==> config.mk <==
export PLATFORM = sky130hd
export DESIGN_NAME = rv_fetch
export DESIGN_NICKNAME = d
export VERILOG_FILES = /design/src/verilog/rv_pkg.sv /design/src/verilog/rv_fetch.sv
export SDC_FILE = /design/constraint.sdc
export NUM_CORES = 2
export LEC_CHECK = 0
export CORE_MARGIN = 2
export CORE_UTILIZATION = 40
export DETAILED_ROUTE_END_ITERATION = 10
export DONT_BUFFER_PORTS = 1
export PLACE_DENSITY = 0.6
export SKIP_LAST_GASP = 1
export SYNTH_ARGS = -nofsm -noshare
export SYNTH_HDL_FRONTEND = slang
export SYNTH_SLANG_ARGS = --single-unit
==> constraint.sdc <==
create_clock -name clk -period 3.9 [get_ports clk]
set_input_delay 0.39 -clock clk [delete_from_list [all_inputs] [get_ports clk]]
set_output_delay 0.39 -clock clk [all_outputs]
set_load 0.005 [all_outputs]
==> src/verilog/rv_pkg.sv <==
package rv_pkg;

    localparam int xlen = 32;
    localparam int imem_words = 64;
    localparam int dmem_words = 256;
    localparam int a0_index = 10;

    typedef logic [xlen-1:0] word_t;

    // ADDI x0, x0, 0.
    localparam word_t nop_instr = 32'h0000_0013;

    typedef enum logic [6:0] {
        OPC_LOAD   = 7'b0000011,
        OPC_OP_IMM = 7'b0010011,
        OPC_STORE  = 7'b0100011,
        OPC_OP     = 7'b0110011,
        OPC_LUI    = 7'b0110111,
        OPC_BRANCH = 7'b1100011,
        OPC_JAL    = 7'b1101111
    } opcode_t;

    typedef enum logic [2:0] {
        ALU_ADD,
        ALU_SUB,
        ALU_AND,
        ALU_OR,
        ALU_XOR,
        ALU_SLT,
        ALU_PASS_B
    } alu_op_t;

    typedef enum logic [1:0] {
        RES_ALU,
        RES_MEM,
        RES_PC4
    } result_src_t;

    typedef enum logic [1:0] {
        BR_NONE,
        BR_EQ,
        BR_NE,
        BR_JAL
    } branch_t;

    typedef struct packed {
        word_t instr;
        word_t pc;
        word_t pc4;
    } fd_t;

    typedef struct packed {
        logic        reg_write;
        logic        mem_write;
        result_src_t result_src;
        alu_op_t     alu_op;
        logic        alu_src_b;
        branch_t     branch;
        word_t       pc;
        word_t       pc4;
        word_t       imm;
        word_t       rs1_val;
        word_t       rs2_val;
        logic [4:0]  rd;
    } de_t;

    typedef struct packed {
        logic        reg_write;
        logic        mem_write;
        result_src_t result_src;
        word_t       alu_result;
        word_t       write_data;
        word_t       pc4;
        logic [4:0]  rd;
    } em_t;

    typedef struct packed {
        logic       reg_write;
        logic [4:0] rd;
        word_t      result;
    } mw_t;

    typedef struct packed {
        logic  taken;
        word_t target;
    } redirect_t;

    localparam fd_t fd_bubble = '{instr: nop_instr, pc: '0, pc4: '0};

endpackage

==> src/verilog/rv_fetch.sv <==
module rv_fetch import rv_pkg::*; (
    input  logic                          clk,
    input  logic                          rst,
    input  logic                          trigger,
    input  logic                          imem_we,
    input  logic [$clog2(imem_words)-1:0] imem_addr,
    input  word_t                         imem_data,
    input  redirect_t                     redirect,
    output fd_t                           fd
);

    word_t imem [imem_words];
    word_t pc;
    word_t pc4;
    word_t instr;

    // Program load port.
    always_ff @(posedge clk) begin
        if (imem_we) begin
            imem[imem_addr] <= imem_data;
        end
    end

    assign instr = imem[pc[$clog2(imem_words)+1:2]];
    assign pc4 = pc + 32'd4;

    always_ff @(posedge clk) begin
        if (rst) begin
            pc <= '0;
            fd <= fd_bubble;
        end else if (redirect.taken) begin
            // Squash whatever was fetched this cycle.
            pc <= redirect.target;
            fd <= fd_bubble;
        end else if (trigger) begin
            pc <= pc4;
            fd <= '{instr: instr, pc: pc, pc4: pc4};
        end else begin
            fd <= fd_bubble;
        end
    end

endmodule

Yosys cells after proc, flatten, opt, wreduce, memory -nomap -nowiden
Memories as Yosys holds them, arrays and structs flattened. A register that Yosys moved wholly into a read port is not among the register bits.
Cells that the tools add are included.
W data, S select, Z words.
{"block": "word_totals", "ff_bits": 96, "ramBits": 2048, "wordCells": 12, "mem_count": 1}
{"block": "classes", "addsub": 1, "muxes": 4, "bitwise": 1, "reduce_logical": 2}
{"memory": "imem", "depth": 64, "word_bits": 32, "read_ports": 1, "rd_ports_with_merged_regs": 1, "write_ports": 1, "line": "rv_fetch.sv:12", "rtl": "word_t imem [imem_words];"}
{"op": "$mux W32", "count": 2}
{"op": "$add A32 B3 Y32 const B", "count": 1}
{"op": "$reduce_or A3 Y1", "count": 1}
{"op": "$mux W1", "count": 2}
{"op": "$reduce_bool A2 Y1", "count": 1}
{"op": "$not A1 Y1", "count": 1}

Depth between registers and ports, before layout
{"block": "logic_depth", "word_depth": 3, "depth_mapped": 11, "mapped_depth_nobuf": 7}

Least setup slack after synthesis
No wires, ideal clock.
{"block": "synth_timing", "path_type": "input-to-reg", "start": "in imem_addr[3]", "end": "mem imem[48][0] (netlist name) (enable)", "setup_time_ns": 0.461, "t_arrival_ns": 3.114, "t_required_ns": 3.439, "setup_slack_ns": 0.325, "cell_stages": 4, "n_path_buf": 1, "path_cell_list": "clkbuf_1 nor2b_1 nand4b_1 nor3_1"}
{"element": "from (decl)", "line": "rv_fetch.sv:6", "rtl": "input logic [$clog2(imem_words)-1:0] imem_addr,"}
{"element": "to (decl)", "line": "rv_fetch.sv:12"}
No word-level cell before the write port.

Worst setup path in the final report
{"block": "layout_timing", "start": "reg pc[4]", "end": "reg pc[4]"}
{"block": "layout_between", "elab_chain_len": 3}
{"element": "from (decl)", "line": "rv_fetch.sv:13", "rtl": "word_t pc;"}
{"element": "from (signal assigned)", "line": "rv_fetch.sv:33", "rtl": "pc <= redirect.target;"}
{"element": "from (signal assigned)", "line": "rv_fetch.sv:36", "rtl": "pc <= pc4;"}
{"element": "$add A32 B3 Y32", "line": "rv_fetch.sv:25", "rtl": "assign pc4 = pc + 32'd4;"}
{"element": "$mux W32", "line": "rv_fetch.sv:35", "rtl": "end else if (trigger) begin"}
{"element": "$mux W32", "line": "rv_fetch.sv:31", "rtl": "end else if (redirect.taken) begin"}
Every way passes these cells. The select of a mux whose other input is x is not followed.
A chain may end at the register's enable or synchronous reset.

==> impl_metrics.toml <==
[sta]
fin_crit_sh_pct = 83.7
fin_crit_ns = 3.26
rsz0062_at_grt = "false"
timing_hold_violations_final = 0
fin_skew_ns = 0.0385
maxSlewHeadroom_pct = 21.0
slew_viol_final = 0
tightestPinTransition_ns = 1.16
setup_tns_ns = 0
fmax_ghz = 0.306
finalSetupViolCount = 0

[critical_path]
r2r-end = "pc[4]"
cp_max_fo = 23
regToRegStartpoint = "pc[4]"
startpoint_type = "flip-flop"
cp.arrival_ns = 4.01
r2r_slack_ns = 0.64
reg2reg_depth = 8
setup.worst_path.class = "flip-flop to flip-flop"
end_kind = "flip-flop"
crit_required_ns = 4.65

[floorplanning]
die_h_um = 459
core_area_um2 = 206000
row_count = 167
io_pins = 171
initial_core_util_pct = 40.1
die_x_um = 459
dieArea_um2 = 211000

[logic_synthesis]
synth-seq-cells = 2174
avgSynthCellArea_um2 = 21.9
synth_xor_area_share_pct = 0.550
netlist_instances = 3783
synth-compound-area-share_pct = 1.90
syn_area_um2 = 82800
yosysWarnings = 0
syn_nets = 3859
synthAdderAreaFrac_pct = 0.0151
synthArstFlopShare_pct = 0
synth_cell_types = 63
synthMuxAreaShare_pct = 16.3
yosys.area_share.simple_pct = 2.52
synth.yosys.seq_area_share_pct = 77.3
synth_top_family_by_area = "multiplexers"
synth-edff-count = 2048
synthFlopType = "edfxtp_1"

[detailed_routing]
viasPerCell = 5.93
route.detailed.drc = 0
drt_iter0_drc = 5487
routed_wl_um = 236000
wl_per_cell_um = 33.8
first_pass_iters = 6
ant_nets = 0
num_vias = 41465

[placement]
dp.final_hpwl_um = 133000
dpl.cell_count = 6466
gp_congestion = 0.818
port-buffer-count = 0

[flow_run]
maxCapViolCount = 0

[min_path]
min_from = "imem_addr[0]"
worstHoldPathType = "input pin to flip-flop"
min_to = "imem[49][11]"
worstHoldPathCells = 2

[global_routing]
grt_pass1_vias = 41669
overflow = 0
grt_util_all_layers_pct = 22.4
antenna_found_initial = 10
grt_max_degree = 68
grt_pass1_wl_um = 331000

[cells_and_area]
ff_latch_area_um2 = 64000
nNetsFinal = 4176
final_util_pct = 46.6
synthToLayoutAreaGrowth_pct = 16.1
drive_above_1_share_pct = 28.6
fill_cells = 16929
multi_input_area_um2 = 18200
layout.cells.non_filler = 6990

[clock_tree]
clock-root-buffer = "clkbuf_16"
clock-sinks = 2174
cts_tree = "yes"
cts_buffer_depth = 3
worstSkewPairLatency_ns = 0.88
cts_made_buffers = 211
htree_levels = 4
cts.clk_slew.worst_paths_ns = 0.06

[pwr]
cellLeakagePower_nw = 29.6
combPwrFrac_pct = 5.6
pwr-share-seq_pct = 53.1
power_density_nw_per_um2 = 506
pwr-share-clk_pct = 41.3
p_sw_share_pct = 21.6
peakVddDrop_mv = 0.497
intPower_mw = 38.1
switchingPower_mw = 10.5

[status]
status = "complete, no violations"
==> state kept, by name, indices dropped and copies added, names as in the netlist <==
name	cells
imem	2048
fd	94
pc	32
==> area by class of cell <==
| class | instances | area share [%] |
|---|---|---|
| Clock buffer | 289 | 6.07 |
| Timing Repair Buffer | 326 | 3.91 |
| Tap cell | 2704 | 3.52 |
| Inverter | 6 | 0.0286 |
| Multi-Input combinational cell | 1381 | 18.9 |
| Sequential cell | 2174 | 66.6 |
| Clock inverter | 106 | 0.993 |
| Antenna cell | 4 | 0.0104 |
==> power groups by stage <==
stage	clock network (mW)	registers, mW	logic [mW]
after detailed placement	0	26.3	2.22
after global placement	0	26.3	2.21
final	20.1	25.8	2.72
after floorplan	0	26.3	1.60
after CTS	20.4	25.8	2.74
after global routing	21.2	25.8	2.87
==> cell families (layout without fill, tap and decap cells) <==
kind of cell,after synthesis,after routing
AOI/OAI and AO/OA,222,222
xor gates and xnor gates,52,52
adders and majority gates,1,1
buffers and inverters,228,727
DFF,2174,2174
muxes,667,667
other,0,4
and+or+nand+nor,439,439
==> through the flow <==
| step | total power, mW | area (um^2) | hold slack, ns | worst slack (ns) |
|---|---|---|---|---|
| 2_1_floorplan | 27.9 | 82800 | 0.418 | 0.325 |
| 3_3_place_gp | 28.6 | 87600 | 0.426 | 0.811 |
| 3_5_place_dp | 28.6 | 87600 | 0.439 | 0.765 |
| 4_1_cts | 48.9 | 96200 | 0.0222 | 0.611 |
| 5_1_grt | 49.9 | 96200 | 0.0721 | 0.487 |
| 6_report | 48.6 | 96200 | 0.0841 | 0.636 |
==> what timing repair did <==
item	in CTS	in global routing
hold buffers	125	0
hold endpoints to repair	2122	0
gates resized for setup	0	0
setup buffers	0	0
==> how the worst max path moves through the flow <==
stage                       from          end  slack (ns)
global route               pc[3]       pc[26]        0.49
global placement           pc[3]       fd[82]        0.81
CTS                        pc[4]        pc[4]        0.61
floorplan           imem_addr[3]  imem[48][0]        0.32
finish                     pc[4]        pc[4]        0.64
detailed placement         pc[3]       fd[82]        0.77
==> critical path, stage by stage, from the launching register on <==
cell	delay [ns]
dfxtp_4	0.64
clkinv_1	0.50
buf_4	0.42
xnor2_1	0.22
nor2_1	0.05
a21oi_1	0.13
dlygate4sd3_1	0.56
nor2_1	0.04
dlygate4sd3_1	0.55
==> metal layers <==
metal | vias to the layer above | share of wire (%) | global-route usage [%]
met5 | - | 0.017 | 0
met4 | 6 | 3.0 | 6.77
met3 | 327 | 8.7 | 4.25
met2 | 2100 | 48 | 36.1
met1 | 22573 | 40 | 31.1
li1 | 16459 | - | -
==> cell usage in the layout, fill, tap and decap left out, types with 7 or more instances in the layout <==
cell / count
inv_6: 8
and2_1: 32
dlygate4sd3_1: 92
o22ai_1: 11
clkinv_2: 29
xor2_1: 41
and3_1: 13
clkbuf_8: 18
o211ai_1: 20
nor2_4: 62
nand2_1: 120
clkinvlp_4: 7
a211oi_1: 20
mux2i_1: 61
edfxtp_1: 2048
o21ai_0: 13
mux4_2: 541
nand3_1: 39
o21ai_1: 8
a221oi_1: 23
o221ai_1: 7
clkinv_1: 43
clkbuf_1: 56
bufinv_16: 11
buf_12: 45
buf_4: 163
nor2_1: 85
xnor2_1: 11
dfxtp_1: 121
clkbuf_16: 215
nor2b_1: 8
nand4_1: 27
a21oi_1: 27
nand2b_1: 12
a31oi_1: 19
buf_16: 26
mux2_2: 65
a22oi_1: 43
==> Yosys cell counts, types with 7 or more instances <==
library cell	n	area (um^2)
xor2_1	41	359
nand3_1	39	195
buf_4	31	233
mux2i_1	61	611
a21oi_1	27	135
nor2_1	149	559
o22ai_1	11	68.8
dfxtp_1	126	2520
a22oi_1	43	323
o211ai_1	20	150
xnor2_1	11	96.3
buf_1	28	105
buf_2	60	300
o21ai_1	8	40.0
and3_1	13	81.3
o221ai_1	7	61.3
a31oi_1	19	119
buf_6	10	113
and2_1	32	200
mux2_2	65	732
nand2b_1	12	75.1
a211oi_1	20	150
o21ai_0	13	65.1
clkbuf_1	91	342
mux4_2	541	12200
nand2_1	120	450
nor2b_1	10	62.6
nor3_1	7	35.0
edfxtp_1	2048	61500
nand4_1	27	169
a221oi_1	23	201
Note: power is estimated with default switching activity, not from simulation.
