==> src/verilog/rv_pkg.sv <==
package rv_pkg;

    localparam int xlen = 32;
    localparam int imem_words = 64;
    localparam int dmem_words = 256;
    localparam int a0_index = 10;

    typedef logic [xlen-1:0] word_t;

    // ADDI x0, x0, 0.
    localparam word_t nop_instr = 32'h0000_0013;

    typedef enum logic [6:0] {
        OPC_LOAD   = 7'b0000011,
        OPC_OP_IMM = 7'b0010011,
        OPC_STORE  = 7'b0100011,
        OPC_OP     = 7'b0110011,
        OPC_LUI    = 7'b0110111,
        OPC_BRANCH = 7'b1100011,
        OPC_JAL    = 7'b1101111
    } opcode_t;

    typedef enum logic [2:0] {
        ALU_ADD,
        ALU_SUB,
        ALU_AND,
        ALU_OR,
        ALU_XOR,
        ALU_SLT,
        ALU_PASS_B
    } alu_op_t;

    typedef enum logic [1:0] {
        RES_ALU,
        RES_MEM,
        RES_PC4
    } result_src_t;

    typedef enum logic [1:0] {
        BR_NONE,
        BR_EQ,
        BR_NE,
        BR_JAL
    } branch_t;

    typedef struct packed {
        word_t instr;
        word_t pc;
        word_t pc4;
    } fd_t;

    typedef struct packed {
        logic        reg_write;
        logic        mem_write;
        result_src_t result_src;
        alu_op_t     alu_op;
        logic        alu_src_b;
        branch_t     branch;
        word_t       pc;
        word_t       pc4;
        word_t       imm;
        word_t       rs1_val;
        word_t       rs2_val;
        logic [4:0]  rd;
    } de_t;

    typedef struct packed {
        logic        reg_write;
        logic        mem_write;
        result_src_t result_src;
        word_t       alu_result;
        word_t       write_data;
        word_t       pc4;
        logic [4:0]  rd;
    } em_t;

    typedef struct packed {
        logic       reg_write;
        logic [4:0] rd;
        word_t      result;
    } mw_t;

    typedef struct packed {
        logic  taken;
        word_t target;
    } redirect_t;

    localparam fd_t fd_bubble = '{instr: nop_instr, pc: '0, pc4: '0};

endpackage

==> src/verilog/rv_decode.sv <==
module rv_decode import rv_pkg::*; (
    input  logic      clk,
    input  logic      rst,
    input  fd_t       fd,
    input  mw_t       mw,
    input  redirect_t redirect,
    output de_t       de,
    output word_t     a0
);

    word_t      regs [32];
    opcode_t    opcode;
    logic [2:0] funct3;
    logic [6:0] funct7;
    logic [4:0] rs1;
    logic [4:0] rs2;
    logic       wb_en;
    word_t      rs1_val;
    word_t      rs2_val;
    word_t      imm_i;
    word_t      imm_s;
    word_t      imm_b;
    word_t      imm_u;
    word_t      imm_j;
    de_t        dec;

    assign opcode = opcode_t'(fd.instr[6:0]);
    assign funct3 = fd.instr[14:12];
    assign funct7 = fd.instr[31:25];
    assign rs1 = fd.instr[19:15];
    assign rs2 = fd.instr[24:20];

    assign imm_i = {{20{fd.instr[31]}}, fd.instr[31:20]};
    assign imm_s = {{20{fd.instr[31]}}, fd.instr[31:25], fd.instr[11:7]};
    assign imm_b = {{19{fd.instr[31]}}, fd.instr[31], fd.instr[7],
                    fd.instr[30:25], fd.instr[11:8], 1'b0};
    assign imm_u = {fd.instr[31:12], 12'b0};
    assign imm_j = {{11{fd.instr[31]}}, fd.instr[31], fd.instr[19:12],
                    fd.instr[20], fd.instr[30:21], 1'b0};

    // Writes to x0 are dropped.
    assign wb_en = mw.reg_write && (mw.rd != 5'd0);

    always_ff @(posedge clk) begin
        if (rst) begin
            for (int i = 0; i < 32; i++) begin
                regs[i] <= '0;
            end
        end else if (wb_en) begin
            regs[mw.rd] <= mw.result;
        end
    end

    // A register being written this cycle is seen by the read.
    assign rs1_val = (wb_en && mw.rd == rs1) ? mw.result : regs[rs1];
    assign rs2_val = (wb_en && mw.rd == rs2) ? mw.result : regs[rs2];

    assign a0 = regs[a0_index];

    always_comb begin
        dec = '0;
        dec.pc = fd.pc;
        dec.pc4 = fd.pc4;
        dec.rs1_val = rs1_val;
        dec.rs2_val = rs2_val;
        dec.rd = fd.instr[11:7];
        case (opcode)
            OPC_OP_IMM: begin
                // Only ADDI is supported.
                dec.reg_write = (funct3 == 3'b000);
                dec.alu_src_b = 1'b1;
                dec.imm = imm_i;
            end
            OPC_OP: begin
                dec.reg_write = 1'b1;
                case (funct3)
                    3'b000: dec.alu_op = (funct7 == 7'b0100000) ? ALU_SUB : ALU_ADD;
                    3'b010: dec.alu_op = ALU_SLT;
                    3'b100: dec.alu_op = ALU_XOR;
                    3'b110: dec.alu_op = ALU_OR;
                    3'b111: dec.alu_op = ALU_AND;
                    default: dec.reg_write = 1'b0;
                endcase
            end
            OPC_LUI: begin
                dec.reg_write = 1'b1;
                dec.alu_op = ALU_PASS_B;
                dec.alu_src_b = 1'b1;
                dec.imm = imm_u;
            end
            OPC_LOAD: begin
                dec.reg_write = 1'b1;
                dec.result_src = RES_MEM;
                dec.alu_src_b = 1'b1;
                dec.imm = imm_i;
            end
            OPC_STORE: begin
                dec.mem_write = 1'b1;
                dec.alu_src_b = 1'b1;
                dec.imm = imm_s;
            end
            OPC_BRANCH: begin
                dec.branch = (funct3 == 3'b001) ? BR_NE : BR_EQ;
                dec.imm = imm_b;
            end
            OPC_JAL: begin
                dec.reg_write = 1'b1;
                dec.result_src = RES_PC4;
                dec.branch = BR_JAL;
                dec.imm = imm_j;
            end
            default: dec.rd = 5'd0;
        endcase
    end

    always_ff @(posedge clk) begin
        if (rst || redirect.taken) begin
            de <= '0;
        end else begin
            de <= dec;
        end
    end

endmodule

==> config.mk <==
export PLATFORM = sky130hd
export DESIGN_NAME = rv_decode
export DESIGN_NICKNAME = d
export VERILOG_FILES = /design/src/verilog/rv_pkg.sv /design/src/verilog/rv_decode.sv
export SDC_FILE = /design/constraint.sdc
export NUM_CORES = 2
export LEC_CHECK = 0
export BUFFER_PORTS_ARGS = -buffer_cell sky130_fd_sc_hd__buf_2
export CELL_PAD_IN_SITES_DETAIL_PLACEMENT = 1
export CELL_PAD_IN_SITES_GLOBAL_PLACEMENT = 1
export CORE_AREA = 2 2 499 501
export CTS_CLUSTER_DIAMETER = 50
export DETAILED_ROUTE_END_ITERATION = 16
export DIE_AREA = 0 0 501 503
export PLACE_DENSITY = 0.48
export SLEW_MARGIN = 20
export SYNTH_ARGS = -nofsm -noshare
export SYNTH_HDL_FRONTEND = slang
export SYNTH_SLANG_ARGS = --single-unit
==> constraint.sdc <==
create_clock -name clk -period 2.1 [get_ports clk]
set_input_delay 0.42 -clock clk [delete_from_list [all_inputs] [get_ports clk]]
set_output_delay 0.42 -clock clk [all_outputs]
set_load 0.005 [all_outputs]
## After elaboration in Yosys (flattened, before gate mapping)

Memory sizes are Yosys's and may differ from the RTL's. A register that Yosys moved wholly into a read port is not among the register bits.
Index checks and enable logic that the tools add are counted.

- $add $sub $neg: 0
- Multiply operators: 0
- Div/mod/pow operators: 0
- Magnitude comparators: 0
- Equal/unequal tests: 13
- Shift operators: 0
- Multiplexer cells: 19
- Bitwise logic cells: 1
- Reduce and logical (&&, ||, !) cells: 11

Operator list:

| cell | count |
|---|---|
| 32-bit case mux with 5 select lines | 1 |
| 32-bit 2-to-1 mux | 1 |
| 32-bit OR reduction | 1 |
| 7-bit by 6-bit equality test with 1-bit output, second input constant | 4 |
| 3-bit case mux with 5 select lines | 1 |
| 7-bit equality test, second input constant | 2 |
| 1-bit 2-to-1 mux | 10 |
| 3-bit equality test, second input constant | 3 |
| 2-bit case mux with 2 select lines | 2 |
| 7-bit by 2-bit equality test with 1-bit output, second input constant | 1 |
| 7-bit by 5-bit equality test with 1-bit output, second input constant | 1 |
| 7-bit OR reduction | 1 |
| 3-bit case mux with 2 select lines | 1 |
| 5-bit 2-to-1 mux | 1 |
| 5-bit nonzero test | 1 |
| 5-bit OR reduction | 1 |
| 2-bit OR reduction | 2 |
| 4-bit OR reduction | 1 |
| 3-bit by 1-bit equality test with 1-bit output, second input constant | 1 |
| 3-bit by 2-bit equality test with 1-bit output, second input constant | 1 |
| 3-bit logical NOT | 1 |
| 1-bit case mux with 3 select lines | 1 |
| 3-bit OR reduction | 1 |
| 2-bit 2-to-1 mux | 1 |
| 3 further kinds | 3 |

- Register bits after elaboration: 111
- Bits in latches: 0
- Memory bits (writable): 1024
- Bits in read-only memories: 0
- Output and inout port bits: 207
- Memories kept: 1

Memory list:

| memory | words | bits a word | read ports | clocked after memory_dff | wr ports | RTL line | text |
|---|---|---|---|---|---|---|---|
| regs | 32 | 32 | 3 | 2 | 32 | rv_decode.sv:11 | `word_t regs [32];` |

## Longest topological paths before layout

- Word-level depth: 7
- Depth in mapped cells: 10
- Depth with buffers taken out: 5

## Least setup slack after synthesis

Ideal clock, no wire load.

- Path kind: input to register
- From: in mw[34] in the netlist's numbering
- To: mem regs[20][0] in the netlist's numbering (enable)
- Library setup time: 0.330 ns
- Arrival: 1.934 ns
- Setup slack: -0.163 ns
- Stages: 6
- Path through: buf_2 or3_4 nand4bb_1 clkbuf_1 nor2_1 or2_2

RTL lines:

| item | RTL line | text |
|---|---|---|
| start, declared | rv_decode.sv:5 | `input mw_t mw,` |
| end, declared | rv_decode.sv:11 |  |

==> results.sh <==
export IMPL_status="finished with violations"
export IMPL_violations="setup timing"
export IMPL_min_delay_path_depth=3
export IMPL_drc=0
export IMPL_place_area_sq_um=73100
export IMPL_maxCapViolations=0
export IMPL_synth_area_mux_share_pct=18.1
export IMPL_wl_mm=284
export IMPL_synth_edf_count=1024
export IMPL_timing_rr_end="de[42]"
export IMPL_final_hold_viol_count=0
export IMPL_synth_top_area_share_pct=50.0
export IMPL_finalNonFillerCells=8854
export IMPL_chipWidth_um=501
export IMPL_setup_viol=3
export IMPL_postLayoutCellArea_sq_um=80000
export IMPL_cts_tree="done"
export IMPL_syn_avg_cell_area_sq_um=13.4
export IMPL_clkPwrFrac_pct=45.3
export IMPL_synthTopCellsByArea="edfxtp_1 (50%), and2_1 (11%), mux4_2 (10%)"
export IMPL_max_stage_delay_ps=800
export IMPL_final_nets=5627
export IMPL_synth_compound_area_share_pct=7.72
export IMPL_grt_util_met2_pct=36.4
export IMPL_cts_path_max_buffers=3
export IMPL_cp_max_fo=11
export IMPL_fin_worst_skew_ps=34.3
export IMPL_grtUsageMet3_pct=3.34
export IMPL_synth_top_area_cell="edfxtp_1"
export IMPL_p_switching_uw=17800
export IMPL_dp_cells=8442
export IMPL_h_tree_depth=4
export IMPL_clkTransAtPathRegs_ps=60
export IMPL_power_share_sequential_pct=41.7
export IMPL_port_buffers=343
export IMPL_initial_utilization_pct=24.9
export IMPL_dp_hpwl_mm=201
export IMPL_worstSetupPathType="input pin to register"
export IMPL_synth_xor_area_share_pct=0.157
export IMPL_grt_antenna_before_repair=37
export IMPL_tns_ps=-195
export IMPL_fmax_ghz=0.458
export IMPL_ys_seq_area_share_pct=55.7
export IMPL_hold_ws_ps=95.9
export IMPL_crit_path_end_kind="register"
export IMPL_yosys_area_share_adder_pct=0
export IMPL_comb_power_share_pct=13.0
export IMPL_place_gp_congestion=0.836
export IMPL_arrival_ps=2880
export IMPL_die_y_um=503
export IMPL_grt_use_met1_pct=29.9
export IMPL_cts_root_buf="clkbuf_16"
export IMPL_cpMaxStageDelayCell="nor2b_4"
export IMPL_drv_slew=0
export IMPL_die_area_sq_um=252000
export IMPL_clock_latency_ps=820
export IMPL_grt_overflow=0
export IMPL_powerDensity_nw_per_um2=835
export IMPL_ys_types=72
export IMPL_grt_pass1_wl_mm=389
export IMPL_drtAntennaViolNets=0
export IMPL_core_sq_um=247000
export IMPL_top_usage_layer="met2"
export IMPL_setup_ws_ps=-82.5
export IMPL_reg2reg_from="regs[2][5]"
export IMPL_total_power_uw=66800
export IMPL_netlist_area_sq_um=61400
export IMPL_cts_setup_buffers=0
export IMPL_worst_slew_pin_slew_ps=905
export IMPL_p_leak_uw=0.0304
export IMPL_postSynthRegisterBits=1199
export IMPL_yosys_warnings=0
export IMPL_path_cells="clkbuf_8, nor2b_4, buf_4, a221oi_1, o31ai_1, o32a_1, a21oi_1"
export IMPL_ys_flop_type="edfxtp_1"
export IMPL_ir_worst_vdd_v=0.000853
export IMPL_drt_vias_per_instance=5.09
export IMPL_grt_setup_unrepaired="no"
export IMPL_track_usage_pct=22.1
export IMPL_cts_buffers=169
export IMPL_r2r_setup_slack_ps=40
export IMPL_drive_above_1_share_pct=31.8
export IMPL_startpoint="fd[85]"
export IMPL_drtIter0Drc=4495
export IMPL_fill_cells=26073
export IMPL_grt_pass1_vias=46327
export IMPL_cts_sinks=1199
export IMPL_synth_simple_gate_area_share_pct=14.4
export IMPL_wire_per_inst_um=32.1
export IMPL_slew_limit_headroom_pct=39.5
export IMPL_vias=45089
export IMPL_row_count=183
export IMPL_async_flop_share_pct=0
export IMPL_cp_required_ps=2800
export IMPL_worstSetupStartpointType="input pin"
export IMPL_hold_path_endpoint="de[36]"
export IMPL_syn_inst=4575
export IMPL_p_int_uw=49000
export IMPL_post_route_min_period_ps=2180
export IMPL_area_growth_pct=30.1
export IMPL_swShare_pct=26.7
export IMPL_synth_top_family_by_area="multiplexers"
export IMPL_hp_start="mw[31]"
export IMPL_reg2reg_depth=5
export IMPL_first_pass_iters=5
export IMPL_grt_max_degree=73
export IMPL_pin_count=376
export IMPL_hp_class="input pin to register"
export IMPL_post_route_period_util_pct=104
-- metal layers --
metal | vias to the layer above | routed length, um
met5 | - | 65
met4 | 10 | 8020
met3 | 369 | 16100
met2 | 1554 | 136000
met1 | 24065 | 124000
li1 | 19091 | -
-- final cells by class --
class                           count  area (sq um)  share of cell area, %
Sequential cell                  1199         34300                   42.8
Clock buffer                      204          4540                   5.67
Timing Repair Buffer             1145         10300                   12.9
Inverter                            9          35.0                 0.0438
Clock inverter                    113          1350                   1.69
Multi-Input combinational cell   2934         25400                   31.8
Antenna cell                       13          32.5                 0.0407
Tap cell                         3237          4050                   5.06
-- registers in the layout, indices dropped and copies added (netlist names) --
name  count
regs   1024
de      175
-- per-stage QoR --
step | setup slack (ps) | util [%]
global route | 0.781 | 32.4
global placement | -931 | 29.6
detailed placement | -920 | 29.6
finish | -82.5 | 32.4
floorplan | -4.00 | -
CTS | 8.81 | 32.3
-- how the worst max path moves through the flow --
stage	end	cells after the start	slack, ps
6_report	de[30]	7	-80
4_1_cts	de[56]	8	9
3_3_place_gp	de[56]	11	-930
2_1_floorplan	de[26]	8	-4
3_5_place_dp	de[56]	11	-920
5_1_grt	de[67]	7	0.8
-- cell usage in the layout, fill, tap and decap left out, drive strengths merged, types with 11 or more instances in the layout --
cell	netlist	layout
or3	12	12
o31ai	14	14
a221oi	169	169
inv	8	32
dlygate4sd3	0	83
and3	31	31
nor3	45	45
nand3	14	14
nand2b	31	31
and2	1067	1067
nor2	96	96
a31oi	29	29
mux4	273	273
o21ai	119	119
nor2b	13	13
diode	0	13
a221o	31	31
nand2	103	103
bufinv	0	21
o22ai	52	52
mux2	63	63
dfxtp	175	175
clkinvlp	0	18
edfxtp	1024	1024
a21oi	84	84
mux2i	428	428
conb	1	32
clkbuf	327	206
a211oi	11	11
buf	137	1060
a211o	38	38
clkinv	1	51
or2	40	40
xnor2	11	11
nor3b	18	18
a22oi	40	40
-- Yosys cell counts, drive strengths merged, types with 4 or more instances --
library cell,n
nor2,96
dfxtp,175
nand2,103
and3,31
and2,1067
o32a,10
o211ai,4
nor3b,18
inv,8
a221oi,169
a21oi,84
buf,137
a22o,10
mux4,273
a22oi,40
or2,40
o22ai,52
o21a,5
xnor2,11
a31oi,29
nand2b,31
o21ai,119
clkbuf,327
nor3,45
a211o,38
nor2b,13
and4,10
a221o,31
nand3,14
mux2,63
edfxtp,1024
mux2i,428
a211oi,11
o31ai,14
nand3b,6
or3,12
-- power groups by stage --
stage | sequential [uW] | clock [uW] | combinational [uW]
after floorplan | 28000 | 0 | 3990
after detailed placement | 28300 | 0 | 8450
final | 27800 | 30300 | 8680
after CTS | 27800 | 30900 | 8620
after global placement | 28300 | 0 | 8440
after global routing | 28000 | 31700 | 9030
-- timing repair --
| action | 4_1_cts | 5_1_grt |
|---|---|---|
| endpoints found under the hold margin | 100 | 0 |
| hold buffers | 83 | 0 |
| gates resized for setup | 8 | 12 |
| endpoints found under the setup margin | 6 | 10 |
-- cell families (layout without fill, tap and decap cells) --
kind of cell,after synthesis,count (layout)
compound gates,633,633
xor+xnor,11,11
buf+inv,473,1471
flops,1199,1199
mux,764,764
other cells,1,45
simple gates,1494,1494
-- worst max-delay path, delay by kind of cell --
kind,cells,cell delay [ps]
AO/OA/AOI/OAI,4,1000
buffers and inverters,2,610
AND/OR/NAND/NOR,1,800
(Power assumes the default switching activity.)
