## src/verilog/rv_pkg.sv

```systemverilog
package rv_pkg;

    localparam int xlen = 32;
    localparam int imem_words = 64;
    localparam int dmem_words = 256;
    localparam int a0_index = 10;

    typedef logic [xlen-1:0] word_t;

    // ADDI x0, x0, 0.
    localparam word_t nop_instr = 32'h0000_0013;

    typedef enum logic [6:0] {
        OPC_LOAD   = 7'b0000011,
        OPC_OP_IMM = 7'b0010011,
        OPC_STORE  = 7'b0100011,
        OPC_OP     = 7'b0110011,
        OPC_LUI    = 7'b0110111,
        OPC_BRANCH = 7'b1100011,
        OPC_JAL    = 7'b1101111
    } opcode_t;

    typedef enum logic [2:0] {
        ALU_ADD,
        ALU_SUB,
        ALU_AND,
        ALU_OR,
        ALU_XOR,
        ALU_SLT,
        ALU_PASS_B
    } alu_op_t;

    typedef enum logic [1:0] {
        RES_ALU,
        RES_MEM,
        RES_PC4
    } result_src_t;

    typedef enum logic [1:0] {
        BR_NONE,
        BR_EQ,
        BR_NE,
        BR_JAL
    } branch_t;

    typedef struct packed {
        word_t instr;
        word_t pc;
        word_t pc4;
    } fd_t;

    typedef struct packed {
        logic        reg_write;
        logic        mem_write;
        result_src_t result_src;
        alu_op_t     alu_op;
        logic        alu_src_b;
        branch_t     branch;
        word_t       pc;
        word_t       pc4;
        word_t       imm;
        word_t       rs1_val;
        word_t       rs2_val;
        logic [4:0]  rd;
    } de_t;

    typedef struct packed {
        logic        reg_write;
        logic        mem_write;
        result_src_t result_src;
        word_t       alu_result;
        word_t       write_data;
        word_t       pc4;
        logic [4:0]  rd;
    } em_t;

    typedef struct packed {
        logic       reg_write;
        logic [4:0] rd;
        word_t      result;
    } mw_t;

    typedef struct packed {
        logic  taken;
        word_t target;
    } redirect_t;

    localparam fd_t fd_bubble = '{instr: nop_instr, pc: '0, pc4: '0};

endpackage

```

## src/verilog/rv_execute.sv

```systemverilog
module rv_execute import rv_pkg::*; (
    input  logic      clk,
    input  logic      rst,
    input  de_t       de,
    output em_t       em,
    output redirect_t redirect
);

    word_t b_operand;
    word_t alu_result;
    logic  take;

    assign b_operand = de.alu_src_b ? de.imm : de.rs2_val;

    always_comb begin
        case (de.alu_op)
            ALU_ADD: alu_result = de.rs1_val + b_operand;
            ALU_SUB: alu_result = de.rs1_val - b_operand;
            ALU_AND: alu_result = de.rs1_val & b_operand;
            ALU_OR:  alu_result = de.rs1_val | b_operand;
            ALU_XOR: alu_result = de.rs1_val ^ b_operand;
            ALU_SLT: begin
                alu_result = {{(xlen-1){1'b0}}, $signed(de.rs1_val) < $signed(b_operand)};
            end
            default: alu_result = b_operand;
        endcase
    end

    always_comb begin
        case (de.branch)
            BR_EQ:   take = (de.rs1_val == de.rs2_val);
            BR_NE:   take = (de.rs1_val != de.rs2_val);
            BR_JAL:  take = 1'b1;
            default: take = 1'b0;
        endcase
    end

    // Both branch kinds and JAL are pc relative.
    assign redirect = '{taken: take, target: de.pc + de.imm};

    always_ff @(posedge clk) begin
        if (rst) begin
            em <= '0;
        end else begin
            em <= '{reg_write: de.reg_write, mem_write: de.mem_write,
                    result_src: de.result_src, alu_result: alu_result,
                    write_data: de.rs2_val, pc4: de.pc4, rd: de.rd};
        end
    end

endmodule

```

## config.mk

```make
export PLATFORM = sky130hd
export DESIGN_NAME = rv_execute
export DESIGN_NICKNAME = d
export VERILOG_FILES = /design/src/verilog/rv_pkg.sv /design/src/verilog/rv_execute.sv
export SDC_FILE = /design/constraint.sdc
export NUM_CORES = 1
export LEC_CHECK = 0
export ABC_AREA = 1
export BUFFER_PORTS_ARGS = -buffer_cell sky130_fd_sc_hd__buf_4
export CAP_MARGIN = 20
export CORE_MARGIN = 5
export CORE_UTILIZATION = 30
export CTS_CLUSTER_SIZE = 10
export DETAILED_ROUTE_END_ITERATION = 8
export PLACE_DENSITY_LB_ADDON = 0.15
export SLEW_MARGIN = 20
export SYNTH_ARGS = -nofsm -noshare
export SYNTH_HDL_FRONTEND = slang
export SYNTH_SLANG_ARGS = --single-unit
```

## constraint.sdc

```tcl
create_clock -name clk -period 3.1 [get_ports clk]
set_input_delay 0 -clock clk [delete_from_list [all_inputs] [get_ports clk]]
set_output_delay 0 -clock clk [all_outputs]
set_load 0.02 [all_outputs]
```

* After elaboration in Yosys (flattened, before gate mapping)
Cells that the tools add are included.
W data, S select, Z words.
** Storage, ports and cells
- Bits of input ports :: 177
- Output and inout port bits :: 138
- Register bits :: 105
- Word-level logic and storage cells :: 28
** Operators by class
- Mux-type cells :: 3
- Order comparisons :: 1
- Bitwise gates (word level) :: 3
- Reduce and logical (&&, ||, !) cells :: 1
- Add/sub/neg operators :: 3
- Eq/ne operators :: 10
** Operator list (count)
- $pmux W32 S6 :: 1
- $add A32 B32 Y32 :: 2
- $and A32 B32 Y32 :: 1
- $eq A32 B32 Y1 :: 1
- $lt A32 B32 Y1 :: 1
- $mux W32 :: 1
- $ne A32 B32 Y1 :: 1
- $or A32 B32 Y32 :: 1
- $sub A32 B32 Y32 :: 1
- $xor A32 B32 Y32 :: 1
- $eq A3 B2 Y1 const B :: 2
- $eq A3 B3 Y1 const B :: 2
- $eq A2 B2 Y1 const B :: 2
- $eq A3 B1 Y1 const B :: 1
- $logic_not A3 Y1 :: 1
- $pmux W1 S3 :: 1
- $eq A2 B1 Y1 const B :: 1

* Longest topological paths before layout
Gate-level depths: netlist of run 1.
- Depth in word-level cells :: 3
- Mapped depth :: 20
- Depth with buffers taken out :: 19

* Worst setup path before layout of run 1
OpenSTA, ideal clock, no wires.
- Path kind :: input to register
- From :: input de[167] (netlist name)
- To :: register em[93] (netlist name)
- Library setup time :: 109 ps
- Path slack :: 796 ps
- Stages :: 19
- Arrival :: 2195 ps
- Required time :: 2991 ps
- Path through :: buf_2 clkbuf_1 nand2_1 o21ai_0 inv_1 ha_1 fa_1 nand3_1 nand3_1 nand2_1 nand2_1 nand2_1 nand2_1 nand2_1 nand3_1 nand3_1 nand3_1 nand2_1 inv_1
** Between the ends
- Longest elaborated chain between the ends :: 3
- Elaborated cells between the ends (all ways) :: 7
- Classes of those cells :: 2 x add/sub; 2 x mux; 3 x bitwise
** Ends and longest elaborated chain
- start: declaration :: line rv_execute.sv:4 : input de_t de,
- $mux W32 (*) :: line rv_execute.sv:13 : assign b_operand = de.alu_src_b ? de.imm : de.rs2_val;
- $sub A32 B32 Y32, or another cell as far along :: line rv_execute.sv:18 : ALU_SUB: alu_result = de.rs1_val - b_operand;
- $pmux W32 S6 (*) :: line rv_execute.sv:16 : case (de.alu_op)
- end signal: assignment :: line rv_execute.sv:45 : em <= '{reg_write: de.reg_write, mem_write: de.mem_write,
- end: declaration :: line rv_execute.sv:5 : output em_t em,
Every way passes the cells marked *; elsewhere a longest branch is shown, timed or not.
A chain may end at the register's enable or synchronous reset.

* Worst setup path in the final report of run 1
- From :: input de[5] (netlist name)
- To :: register em[95] (netlist name)
** Between the ends
- Longest elaborated chain between the ends :: 3
- Elaborated cells between the ends (all ways) :: 4
- Classes of those cells :: 2 x add/sub; 2 x mux
** Ends and longest elaborated chain (line)
- $mux W32 (*) :: rv_execute.sv:13
- $sub A32 B32 Y32 or $add A32 B32 Y32 (tied branches) :: rv_execute.sv:18, rv_execute.sv:17
- $pmux W32 S6 (*) :: rv_execute.sv:16
Marks and branches as above.

==> impl_metrics.py, run 1 <==
metrics = {
    "outcome": {
        "outcome": "finished clean",
    },
    "hold_path": {
        "holdCritPathClass": "in -> reg",
        "min_path_cells": 4,
        "hold_start": "de[38]",
        "hold-path-endpoint": "em[70]$_SDFF_PP0_",
    },
    "worst_setup_path": {
        "arrival_ps": 3160,
        "slowest_stage": "dlygate4sd3_1",
        "path_class": "in -> reg",
        "cp_common_cell": "nand2_1",
        "cp_cell_sequence": "dlygate4sd3_1, buf_4, o21ai_0, inv_1, ha_1, fa_1, nand2_1, nand3_1, nand2_1, nand2_1, nand2_1, nand3_1, nand3_1, nand2_1, nor2_1, nor2_1",
        "critPathTopFamily": "simple AND/OR/NAND/NOR gates",
        "critPathMaxStageDelay_ps": 550,
        "required_ps": 3370,
        "critPathLaunchType": "input port",
        "endpoint_kind": "flip-flop",
        "crit_buf_inv": 3,
        "crit_fanout": 5,
    },
    "sta": {
        "tightest_slew_ps": 1010,
        "fin_tns_setup_ps": 0,
        "fmax_ghz": 0.3456,
        "hold_violations": 0,
        "post-route-period-util_pct": 93.33,
        "fin_ws_ps": 206.8,
        "setup_viol": 0,
        "rsz0062_at_grt": "no",
        "fin_crit_ps": 2893,
        "relSlewSlack_pct": 32.64,
        "finalMaxSlewViolations": 0,
    },
    "logic_synthesis": {
        "synth-edff-count": 0,
        "ys_top_cells_by_area": "nand2_1, dfxtp_1, inv_1",
        "netlist_area_mm2": 0.01229,
        "synthCells": 2172,
        "synth_warnings": 0,
        "yosysMostFrequentCell": "nand2_1",
        "ys_seq_area_share_pct": 17.10,
        "avgSynthCellArea_um2": 5.660,
        "synth.top_cell.area_share_pct": 19.51,
        "async_flop_share_pct": 0,
        "synth.distinct_cells": 45,
        "syn_nets": 2487,
        "synth-seq-cells": 105,
        "netlist_top_cells_count": "nand2_1, inv_1, nor2_1",
        "yosysTopAreaCell": "nand2_1",
        "synth_ff_type": "dfxtp_1",
    },
    "die": {
        "rows": 74,
        "coreArea_mm2": 0.04065,
        "die_w_um": 212.4,
        "initial_core_util_pct": 30.25,
        "pin_count": 315,
        "die_area_mm2": 0.04513,
        "die_h_um": 212.4,
    },
    "clock_network": {
        "clkTransAtPathRegs_ps": 70,
        "post_cts_buffers": 0,
        "cts_root_buf": "clkbuf_16",
        "cts_made_buffers": 9,
        "cts_sinks": 105,
        "cts.htree.levels": 3,
        "clockBufferDepth": 2,
        "cts_tree": "yes",
    },
    "place": {
        "pre_cts_slack_ps": 216.7,
        "gp_congestion": 1.023,
        "place_hpwl_um": 46130,
        "placed_area_mm2": 0.01539,
        "dp.cells": 3010,
        "io_buffers": 314,
    },
    "global_routing": {
        "grt_usage_pct": 23.59,
        "grt_overflow": 0,
        "grt_max_degree": 85,
        "globalRouteMet3Util_pct": 3.512,
        "use_met1_pct": 32.07,
        "met2_usage_pct": 38.41,
        "grt_pass1_vias": 14480,
        "antenna_found_initial": 0,
        "grt_pass1_wl_um": 82500,
        "top_usage_layer": "met2",
    },
    "detailed_routing": {
        "num_vias": 14760,
        "drc": 0,
        "firstDrtPassIters": 5,
        "vias_per_cell": 4.763,
        "drt_iter0_drc": 1006,
        "ant_nets": 0,
        "wl_um": 55030,
        "post_drt_wl_per_cell_um": 17.76,
    },
    "power": {
        "p_leak_nw": 9.399,
        "totalPowerFinal_mw": 5.767,
        "power_density_mw_per_mm2": 351.1,
        "peakVddDrop_mv": 0.2148,
    },
    "cells_and_area": {
        "fin_nets": 2877,
        "largest_reg_flops": 105,
        "antennaDiodeCount": 0,
        "fin_area_mm2": 0.01643,
        "drive_above_1_share_pct": 15.93,
        "syn_to_final_growth_pct": 33.61,
        "top_regs": "em: 105 flops",
        "top_register": "em",
        "final_cells": 3099,
    },
    "run": {
        "drv_cap": 0,
    },
}
==> per-layer routing <==
metal  vias to the layer above  wire (um)
met5                         -          0
met4                         0       1643
met3                        76       3906
met2                       533      24480
met1                      6680      25010
li1                       7472          -
==> through the flow <==
stage          hold slack [ps]  utilization, %
2_1_floorplan            107.0               -
3_3_place_gp             198.1           37.87
3_5_place_dp             207.9           37.87
4_1_cts                  144.9           40.41
5_1_grt                  175.9           40.41
6_report                 174.6           40.41
==> worst min-delay path: cells and delay by family <==
family,cells,cell delay (ps)
AO/OA/AOI/OAI,1,150
adder cells (fa/ha/maj),1,170
buffers and inverters,1,140
AND/OR/NAND/NOR,1,50
==> worst max path at each step <==
stage	startpoint	end	slack, ps	depth (start not counted)
finish	de[5]	em[95]$_SDFF_PP0_	210	16
global route	de[15]	em[98]$_SDFF_PP0_	50	16
CTS	de[5]	em[97]$_SDFF_PP0_	270	17
detailed placement	de[167]	em[98]$_SDFF_PP0_	220	16
global placement	de[167]	em[98]$_SDFF_PP0_	240	18
floorplan	de[167]	em[93]$_SDFF_PP0_	800	19
==> report_power, final <==
part | switching [mW] | internal (mW)
clock | 0.642 | 0.640
combinational | 1.90 | 1.11
sequential | 0.0335 | 1.44
total | 2.58 | 3.19
==> repair_timing <==
item | CTS | global route
gates resized for setup | 0 | 0
hold buffers | 73 | 0
endpoints found under the hold margin | 73 | 0
==> cell usage in the layout (no fill, tap or decap), types with 17 or more instances in the layout <==
cell type and n:
ha_1 135, nand3_1 124, o21ai_0 93, xor2_1 29, dfxtp_1 105, dlygate4sd3_1 73, inv_1 456, o22ai_1 22
nand2_1 639, nor2_1 237, buf_4 364, a21oi_1 113, nand4_1 25, nor3_1 17
==> kinds of logic after synthesis <==
| group | share of synthesized area [%] |
|---|---|
| AND/OR/NAND/NOR | 35.62 |
| AO/OA/AOI/OAI | 13.68 |
| buffers and inverters | 16.74 |
| flip-flops | 17.10 |
| adder cells (fa/ha/maj) | 14.23 |
| XOR/XNOR | 2.636 |
==> area by class of cell <==
class                   count  area (um^2)
well taps                 532        665.6
repair buffers            438         3483
clock inverters             6        73.82
clock buffers              10        229.0
flip-flops and latches    105         2102
fillers                  4557        24220
inverters                 463         1738
multi-input cells        1545         8134
No activity file was read; power rests on OpenSTA's default activity.
==> run 2, diff against run 1 <==
==> constraint.sdc (replaced) <==
create_clock -name clk -period 3.5 [get_ports clk]
set_input_delay 0 -clock clk [delete_from_list [all_inputs] [get_ports clk]]
set_output_delay 0 -clock clk [all_outputs]
set_load 0.02 [all_outputs]
==> impl_metrics.py, run 2 (synthesized netlist as in run 1, its figures left out) <==
metrics = {
    "run": {
        "drv_cap": 0,
    },
    "place": {
        "placed_area_mm2": 0.01507,
        "io_buffers": 314,
        "gp_congestion": 0.9940,
        "place_hpwl_um": 45890,
    },
    "detailed_routing": {
        "post_drt_wl_per_cell_um": 17.97,
        "ant_nets": 0,
        "num_vias": 14720,
        "wl_um": 54980,
        "vias_per_cell": 4.812,
        "drt_iter0_drc": 1194,
        "firstDrtPassIters": 7,
        "drc": 0,
    },
    "power": {
        "power_density_mw_per_mm2": 315.9,
        "p_leak_nw": 9.207,
        "peakVddDrop_mv": 0.2785,
    },
    "sta": {
        "rsz0062_at_grt": "no",
        "fin_crit_ps": 3153,
        "setup_viol": 0,
        "relSlewSlack_pct": 29.89,
        "hold_violations": 0,
        "post-route-period-util_pct": 90.07,
        "fin_tns_setup_ps": 0,
        "finalMaxSlewViolations": 0,
        "fmax_ghz": 0.3172,
        "tightest_slew_ps": 1052,
    },
    "die": {
        "initial_core_util_pct": 30.25,
        "die_w_um": 212.4,
        "rows": 74,
        "die_h_um": 212.4,
        "coreArea_mm2": 0.04065,
        "die_area_mm2": 0.04513,
        "pin_count": 315,
    },
    "cells_and_area": {
        "fin_nets": 2836,
        "syn_to_final_growth_pct": 31.15,
        "fillers": 4471,
        "layout_commonest_cell": "nand2_1",
        "top_regs": "em: 105 flops",
        "layout_common_cells": "nand2_1, inv_1, buf_4",
        "largest_reg_flops": 105,
        "final_util_pct": 39.67,
        "fin_area_mm2": 0.01612,
        "drive_above_1_share_pct": 14.57,
        "top_register": "em",
    },
    "global_routing": {
        "grt_overflow": 0,
        "grt_usage_pct": 23.57,
        "grt_pass1_vias": 14340,
        "grt_pass1_wl_um": 82670,
        "grt_max_degree": 85,
        "antenna_found_initial": 0,
    },
    "hold_path": {
        "holdCritPathClass": "in -> reg",
        "hold_start": "de[169]",
    },
    "clock_network": {
        "cts_made_buffers": 9,
        "clockBufferDepth": 2,
        "cts_sinks": 105,
        "clkTransAtPathRegs_ps": 80,
        "cts.htree.levels": 3,
        "cts_root_buf": "clkbuf_16",
        "cts_tree": "yes",
        "cts_resized": 0,
    },
    "outcome": {
        "outcome": "finished clean",
    },
    "worst_setup_path": {
        "crit_start": "de[16]",
        "endpoint_kind": "flip-flop",
        "critPathLaunchType": "input port",
        "path_class": "in -> reg",
        "required_ps": 3760,
        "arrival_ps": 3410,
        "crit_fanout": 11,
    },
}
run 2: changes by cell type in the layout (fill, tap and decap cells not counted):
cell	change
clkinv_2	+1
bufinv_16	+1
buf_12	-1
inv_8	-1
buf_4	-40
clkinvlp_4	-1
diode_2	+1
run 2: worst paths after layout:
check	depth (start not counted)	to
max	13	em[82]$_SDFF_PP0_
min	6	em[69]$_SDFF_PP0_
run 2: what timing repair did:
item                                    4_1_cts  5_1_grt
endpoints found under the hold margin        73        0
endpoints found under the setup margin        0        0
setup buffers                                 0        0
hold buffers                                 73        0
run 2: per-stage QoR:
step,power [mW],hold WS [ps],std cells,worst slack (ps)
after floorplan,2.858,107.0,2172,1196
after global placement,3.837,197.6,2969,324.6
after detailed placement,3.829,205.9,2969,317.5
after CTS,5.133,110.6,3058,568.7
after global routing,5.459,157.2,3058,244.5
final,5.094,159.1,3059,347.4
run 2: worst max-delay path, cell delays in order:
cell           delay [ps]
dlygate4sd3_1         570
buf_4                 150
o21ai_0               630
ha_1                  550
nor2_2                210
nand2_1               130
nor2_1                170
nand2_1                70
nand3_1               170
o21ai_0               100
a21oi_1               290
nor2_1                 70
nor2_1                300
run 2: area by class of cell:
class	count	area [um^2]	share of cell area [%]
well taps	532	665.6	4.128
clock buffers	10	229.0	1.420
repair buffers	397	3163	19.62
clock inverters	6	90.09	0.5587
diodes	1	2.502	0.01552
flip-flops and latches	105	2102	13.04
multi-input cells	1545	8134	50.45
inverters	463	1738	10.78
run 2: layer usage:
metal	up-vias	global-route usage, %	wire [um]
li1	7381	-	-
met1	6702	32.42	24930
met2	588	38.58	24710
met3	49	3.497	4170
met4	0	6.489	1165
met5	-	0	0
run 2: where the power goes:
| group | leakage, nW | switching (mW) | internal (mW) |
|---|---|---|---|
| clock | 0.153 | 0.554 | 0.633 |
| combinational | 8.18 | 1.67 | 0.928 |
| sequential | 0.874 | 0.0291 | 1.28 |
| total | 9.21 | 2.26 | 2.84 |
